**src/rtl/wb_macros.svh**
```systemverilog
`ifndef WB_MACROS_SVH
`define WB_MACROS_SVH

// Image size in pixels, fixed at build time
`define WB_IMG_W 16
`define WB_IMG_H 12

// Edge of the square window
// The line buffer keeps one row memory fewer than this
`define WB_WIN 9

// Bits per pixel
`define WB_PIX_W 8

`endif

```
**src/rtl/wb_pkg.sv**
```systemverilog
`include "wb_macros.svh"

package wb_pkg;

    typedef logic [`WB_PIX_W-1:0] pixel_t;

    // Element 0 is the oldest image row, the top-most element is the newest
    typedef pixel_t [`WB_WIN-1:0] column_t;

    // Element 0 is the leftmost column of the window
    typedef column_t [`WB_WIN-1:0] window_t;

    typedef logic [$clog2(`WB_IMG_H)-1:0] row_t;
    typedef logic [$clog2(`WB_IMG_W)-1:0] col_t;

    typedef enum logic [2:0] {
        st_idle       = 3'b000,
        st_start      = 3'b001,
        st_start_col  = 3'b010,
        st_col_out    = 3'b011,
        st_end_col    = 3'b100,
        st_end_col_2  = 3'b101,
        st_finish_all = 3'b110,
        st_done       = 3'b111
    } ctrl_state_t;

endpackage

```
**src/rtl/wb_ifaces.sv**
```systemverilog
`timescale 1ns/1ps

// Scan position of the next pixel to be accepted, plus its flags
interface scan_if;
    import wb_pkg::*;

    row_t row;
    col_t col;
    logic row_eq_max;
    logic col_eq_max;
    logic col_ge_threshold;
    logic count_en;

    modport counter (
        output row,
        output col,
        output row_eq_max,
        output col_eq_max,
        output col_ge_threshold,
        input  count_en
    );

    modport ctrl (
        input  row_eq_max,
        input  col_eq_max,
        input  col_ge_threshold,
        output count_en
    );

endinterface

// One image column on its way from the line buffer into the window
interface column_if;
    import wb_pkg::*;

    column_t column;
    logic    shift;

    modport producer (output column, input shift);
    modport ctrl     (output shift);
    modport consumer (input column, input shift);

endinterface

```
**src/rtl/scan_counter.sv**
```systemverilog
`timescale 1ns/1ps
`include "wb_macros.svh"

module scan_counter (
    input logic     clk,
    input logic     rst_n,
    input logic     start,
    input logic     shift,
    scan_if.counter scan
);
    import wb_pkg::*;

    row_t row_q;
    col_t col_q;
    logic step;
    logic at_last_col;
    logic at_last_row;

    assign step        = shift && scan.count_en;
    assign at_last_col = (col_q == col_t'(`WB_IMG_W - 1));
    assign at_last_row = (row_q == row_t'(`WB_IMG_H - 1));

    // Position of the pixel that the next input transfer will carry
    always_ff @(posedge clk) begin
        if (!rst_n) begin
            row_q <= '0;
            col_q <= '0;
        end else if (start) begin
            row_q <= '0;
            col_q <= '0;
        end else if (step) begin
            if (at_last_col) begin
                col_q <= '0;
                // The last pixel of a frame wraps back to the origin
                if (at_last_row) begin
                    row_q <= '0;
                end else begin
                    row_q <= row_q + 1'b1;
                end
            end else begin
                col_q <= col_q + 1'b1;
            end
        end
    end

    assign scan.row        = row_q;
    assign scan.col        = col_q;
    assign scan.row_eq_max = at_last_row;
    assign scan.col_eq_max = at_last_col;

    // A window is complete once eight rows and eight columns lie above and left
    assign scan.col_ge_threshold = (row_q >= row_t'(`WB_WIN - 1)) &&
                                   (col_q >= col_t'(`WB_WIN - 1));

endmodule

```
**src/rtl/window_ctrl.sv**
```systemverilog
`timescale 1ns/1ps

module window_ctrl (
    input  logic  clk,
    input  logic  rst_n,
    input  logic  start,
    input  logic  in_valid,
    input  logic  win_valid,
    input  logic  win_ready,
    output logic  in_ready,
    output logic  frame_done,
    scan_if.ctrl  scan,
    column_if.ctrl col
);
    import wb_pkg::*;

    ctrl_state_t state;
    ctrl_state_t next_state;
    logic        slot_free;
    logic        accept_state;
    logic        shift;
    logic        row_done;

    always_ff @(posedge clk) begin
        if (!rst_n) begin
            state <= st_idle;
        end else begin
            state <= next_state;
        end
    end

    // The window array may move only when its content is gone or leaving now
    assign slot_free    = !win_valid || win_ready;
    assign accept_state = (state == st_start_col) || (state == st_col_out);
    assign in_ready     = accept_state && slot_free;
    assign shift        = in_valid && in_ready;

    assign col.shift     = shift;
    assign scan.count_en = accept_state;

    // Last pixel of a row that emits windows is taken in this cycle
    assign row_done = shift && scan.col_eq_max && scan.col_ge_threshold;

    // Pulses once the final window of the frame has been taken
    assign frame_done = (state == st_finish_all) && !win_valid;

    always_comb begin
        next_state = state;
        case (state)
            st_idle: begin
                if (start) begin
                    next_state = st_start;
                end
            end
            st_start: next_state = st_start_col;
            st_start_col: begin
                if (row_done) begin
                    next_state = scan.row_eq_max ? st_finish_all : st_end_col;
                end else if (scan.col_ge_threshold) begin
                    next_state = st_col_out;
                end
            end
            st_col_out: begin
                if (row_done) begin
                    next_state = scan.row_eq_max ? st_finish_all : st_end_col;
                end
            end
            st_end_col:   next_state = st_end_col_2;
            st_end_col_2: next_state = st_start_col;
            st_finish_all: begin
                if (!win_valid) begin
                    next_state = st_done;
                end
            end
            st_done: next_state = st_idle;
            default: next_state = st_idle;
        endcase
    end

endmodule

```
**src/rtl/line_buffer.sv**
```systemverilog
`timescale 1ns/1ps
`include "wb_macros.svh"

module line_buffer (
    input logic            clk,
    input logic            rst_n,
    input wb_pkg::pixel_t  in_pixel,
    input wb_pkg::col_t    col_idx,
    column_if.producer     col
);
    import wb_pkg::*;

    // Memory 0 holds the row eight above the current one, memory 7 the row just above
    pixel_t  line_mem [`WB_WIN-1][`WB_IMG_W];
    column_t col_word;

    always_comb begin
        for (int k = 0; k < `WB_WIN - 1; k++) begin
            col_word[k] = line_mem[k][col_idx];
        end
        col_word[`WB_WIN-1] = in_pixel;
    end

    assign col.column = col_word;

    // Every stored pixel of this column moves one memory toward the oldest row,
    // and the accepted pixel takes the place of the row just above
    always_ff @(posedge clk) begin
        if (rst_n && col.shift) begin
            for (int k = 0; k < `WB_WIN - 1; k++) begin
                line_mem[k][col_idx] <= col_word[k+1];
            end
        end
    end

endmodule

```
**src/rtl/window_regs.sv**
```systemverilog
`timescale 1ns/1ps
`include "wb_macros.svh"

module window_regs (
    input  logic            clk,
    input  logic            rst_n,
    column_if.consumer      col,
    input  logic            win_ready,
    input  logic            emit,
    output logic            win_valid,
    output wb_pkg::window_t win_data
);

    // New column enters on the right, the leftmost one drops out
    always_ff @(posedge clk) begin
        if (col.shift) begin
            win_data <= {col.column, win_data[`WB_WIN-1:1]};
        end
    end

    // Shift is only granted while the slot is free, so a new window never
    // overwrites one that has not left yet
    always_ff @(posedge clk) begin
        if (!rst_n) begin
            win_valid <= 1'b0;
        end else if (col.shift && emit) begin
            win_valid <= 1'b1;
        end else if (win_ready) begin
            win_valid <= 1'b0;
        end
    end

endmodule

```
**src/rtl/window_buffer_top.sv**
```systemverilog
`timescale 1ns/1ps

module window_buffer_top (
    input  logic            clk,
    input  logic            rst_n,
    input  logic            start,
    input  logic            in_valid,
    output logic            in_ready,
    input  wb_pkg::pixel_t  in_pixel,
    output logic            win_valid,
    input  logic            win_ready,
    output wb_pkg::window_t win_data,
    output logic            frame_done
);

    scan_if   scan_bus ();
    column_if col_bus ();

    scan_counter u_scan_counter (
        .clk   (clk),
        .rst_n (rst_n),
        .start (start),
        .shift (col_bus.shift),
        .scan  (scan_bus.counter)
    );

    window_ctrl u_window_ctrl (
        .clk        (clk),
        .rst_n      (rst_n),
        .start      (start),
        .in_valid   (in_valid),
        .win_valid  (win_valid),
        .win_ready  (win_ready),
        .in_ready   (in_ready),
        .frame_done (frame_done),
        .scan       (scan_bus.ctrl),
        .col        (col_bus.ctrl)
    );

    // The line buffer is addressed by the column of the pixel being accepted
    line_buffer u_line_buffer (
        .clk      (clk),
        .rst_n    (rst_n),
        .in_pixel (in_pixel),
        .col_idx  (scan_bus.col),
        .col      (col_bus.producer)
    );

    window_regs u_window_regs (
        .clk       (clk),
        .rst_n     (rst_n),
        .col       (col_bus.consumer),
        .win_ready (win_ready),
        .emit      (scan_bus.col_ge_threshold),
        .win_valid (win_valid),
        .win_data  (win_data)
    );

endmodule

```
**config.mk**
```make
export PLATFORM = sky130hd
export DESIGN_NAME = window_buffer_top
export DESIGN_NICKNAME = d
export VERILOG_FILES = /design/src/rtl/wb_pkg.sv /design/src/rtl/wb_ifaces.sv /design/src/rtl/scan_counter.sv /design/src/rtl/window_ctrl.sv /design/src/rtl/line_buffer.sv /design/src/rtl/window_regs.sv /design/src/rtl/window_buffer_top.sv
export VERILOG_INCLUDE_DIRS = /design/src /design/src/rtl
export SDC_FILE = /design/constraint.sdc
export NUM_CORES = 2
export LEC_CHECK = 0
export BUFFER_PORTS_ARGS = -buffer_cell sky130_fd_sc_hd__buf_2
export CAP_MARGIN = 5
export CORE_MARGIN = 8
export CORE_UTILIZATION = 50
export CTS_CLUSTER_DIAMETER = 100
export DETAILED_ROUTE_END_ITERATION = 10
export PLACE_DENSITY = 0.7
export SETUP_SLACK_MARGIN = 0.1
export SYNTH_ARGS = -nofsm -noshare
export SYNTH_HDL_FRONTEND = slang
export SYNTH_SLANG_ARGS = --single-unit
```
**constraint.sdc**
```tcl
create_clock -name clk -period 86 [get_ports clk]
set_input_delay 12.9 -clock clk [delete_from_list [all_inputs] [get_ports clk]]
set_output_delay 12.9 -clock clk [all_outputs]
set_load 0.01 [all_outputs]
```
==> flow_summary.yaml <==
outcome:
  status: "completed"
critical_path:
  reg2reg_to: "u_line_buffer.line_mem[1][324]"
  cp_data_arrival_time_ns: 13.90
  worst-path-buf-inv: 2
  cpLargestDelayFamily: "simple AND/OR/NAND/NOR gates"
  r2r_cells: 6
  r2r-start: "u_scan_counter.scan.col[0]"
  crit_chain: "buf_2 > nor2b_1 > nor2_1 > buf_2"
  cpMostUsedCell: "buf_2"
  endpoint_kind: "primary output"
  r2r_slack_ns: 81.28
  start_kind: "input pin"
  critPathKind: "in2out"
  crit_fanout: 6
  worst-path-stages: 4
  critPathRequiredTime_ns: 73.10
  critPathMaxStageDelay_ns: 0.55
  cp_slowest_cell: "nor2b_1"
routing:
  initialDrtViolationCount: 2662
  dr_total_vias: 26976
  wl_per_cell_um: 26.22
  detail-route-antenna-nets: 0
  vias_per_cell: 5.679
  drc: 0
  drtPass1Iterations: 5
  drt-total-wl_mm: 124.5
synthesis:
  synth.top_cell.area_share_pct: 85.90
  ys_types: 37
  ys_seq_area_share_pct: 86.31
  synth_area_mm2: 0.05845
  syn_inst: 2310
  synth_warnings: 0
  syn_avg_cell_area_um2: 25.30
  synth_seq_cells: 1684
  ys_top_cells_by_area: "edfxtp_1 (86%), mux4_2 (9.9%), a22oi_1 (1.6%)"
  syn-num-nets: 2329
  synth_largest_area_cell: "edfxtp_1"
timing:
  fmax_mhz: 37.32
  skew_ns: 0.02910
  fin_crit_sh_pct: 31.16
  relSlewSlack_pct: 22.31
  hold_violations: 0
  finalSetupViolCount: 0
  period_minus_slack_ns: 26.80
  final.setup.tns_ns: 0
  tightest_slew_ns: 1.165
  grt_setup_unrepaired: "no"
  drv_slew: 0
power_and_ir_drop:
  peakVddDrop_mv: 0.01958
  p_per_area_mw_per_mm2: 24.01
  static-leakage-power_uw: 0.02256
hold_path:
  hold_class: "reg2reg"
  min_path_cells: 0
  min_from: "u_window_regs.win_data[142]"
  holdPathEnd: "u_window_regs.win_data[70]"
placed_design:
  hpwl_mm: 68.91
  io_buffers: 663
  gp_congestion: 0.7454
finish:
  layout.nets: 3110
  antenna_cells: 0
  fillers: 8194
  layout_common_cells: "edfxtp_1 (1672), buf_2 (663), mux4_2 (256), clkbuf_16 (171), a22oi_1 (128)"
  area_delta_synth_final_pct: 18.03
  final_common_cell: "edfxtp_1"
  fin_util_pct: 59.44
  drive_gt1_share_pct: 37.51
clock_network:
  cts_buffer_depth: 3
  cts_sinks: 1684
  cts_root_buffer: "clkbuf_16"
  ctsHtreeMaxLevel: 4
  post_cts_resized: 0
  hold_buffers: 0
  cts_buffers: 168
  clk_latency_ns: 0.78
  cts_tree: "done"
  post_cts_buffers: 0
  path_clk_slew_ns: 0.06
floorplanning:
  core_mm2: 0.1160
  ioPinCount: 664
  fp.dieH_um: 357.9
  die-area_mm2: 0.1281
  die_x_um: 357.9
  start_util_pct: 50.37
  rows: 125
global_routing:
  grt_pass1_wl_mm: 181.1
  grt_usage_pct: 18.95
  grt_pass1_vias: 28159
  antenna_found_initial: 2
  grt-ovfl-total: 0
  grt_max_degree: 175
job:
  maxCapViolCount: 0
[cells in the mapped netlist]
| master | count |
|---|---|
| edfxtp_1 | 1672 |
| mux4_2 | 256 |
| a22oi_1 | 128 |
| nand2_1 | 67 |
| clkbuf_1 | 40 |
| buf_2 | 22 |
| nor2_1 | 15 |
| buf_1 | 12 |
| dfxtp_1 | 12 |
| buf_6 | 10 |
| a21oi_1 | 7 |
| and2_1 | 7 |
| buf_4 | 7 |
| nor2b_1 | 7 |
| ha_1 | 6 |
| inv_1 | 6 |
| nand3_1 | 6 |
| nor3_1 | 5 |
| mux2i_1 | 4 |
| a31oi_1 | 3 |
| nand2b_1 | 2 |
| a211oi_1 | 1 |
| a311oi_1 | 1 |
| a31o_2 | 1 |
| a41oi_1 | 1 |
| and3_1 | 1 |
| and3b_1 | 1 |
| nand2b_4 | 1 |
| nand4b_1 | 1 |
| nor3_2 | 1 |
| nor4_4 | 1 |
| o211ai_1 | 1 |
| o21ai_0 | 1 |
| o221ai_1 | 1 |
| o31ai_1 | 1 |
| o41ai_1 | 1 |
| xor2_1 | 1 |
[power breakdown]
| part | switching, uW | internal [uW] |
|---|---|---|
| Combinational | 25.5 | 12.0 |
| Sequential | 5.75 | 913 |
| Clock | 297 | 403 |
[cells by family (layout without fill, tap and decap cells)]
family,count (synthesis),after routing,synth area share [%]
adder cells (fa/ha/maj),6,6,0.1284
flip-flops,1684,1684,86.31
AO/OA/AOI/OAI,147,147,1.858
buffers and inverters,97,1013,0.8434
XOR/XNOR,1,1,0.01499
AND/OR/NAND/NOR,115,115,0.9098
multiplexers,260,260,9.933
[through the flow]
step           hold WS [ns]  power, uW  setup WS [ns]  cells  area, um2
2_1_floorplan        0.4990      968.2          39.84   2310      58450
3_3_place_gp         0.4226      972.9          59.25   4445      63660
3_5_place_dp         0.4265      975.2          59.18   4445      63660
4_1_cts              0.4370       1676          59.18   4750      68980
5_1_grt              0.4433       1709          59.12   4750      68980
6_report             0.4372       1657          59.20   4750      68980
[area by class of cell]
type | instances | area [um2] | share of cell area (%)
flip-flops and latches | 1684 | 50460 | 73.14
multi-input cells | 529 | 7624 | 11.05
clock buffers | 213 | 4437 | 6.431
clock inverters | 92 | 890.9 | 1.291
well taps | 1524 | 1907 | 2.764
inverters | 6 | 22.52 | 0.03265
repair buffers | 702 | 3649 | 5.289
[worst max path at each step]
stage | startpoint | endpoint | slack, ns
2_1_floorplan | win_ready | u_line_buffer.line_mem[0][104] | 39.84
3_3_place_gp | win_ready | in_ready | 59.25
3_5_place_dp | win_ready | in_ready | 59.18
4_1_cts | win_ready | in_ready | 59.18
5_1_grt | win_ready | in_ready | 59.12
6_report | win_ready | in_ready | 59.20
[metal layers]
layer	routed length (um)	vias up	GRT usage, %
li1	-	11381	-
met1	47660	14262	24.59
met2	64880	1150	32.69
met3	9653	183	3.981
met4	2357	0	5.194
met5	0	-	0
[sequential cells by signal, summed over array words and instances (netlist names)]
register / count
u_line_buffer.line_mem: 1024
u_window_regs.win_data: 648
u_scan_counter.scan.col: 4
u_scan_counter.scan.row: 4
u_window_ctrl.state: 3
u_window_regs.win_valid: 1
No activity file was read; power rests on OpenSTA's default activity.
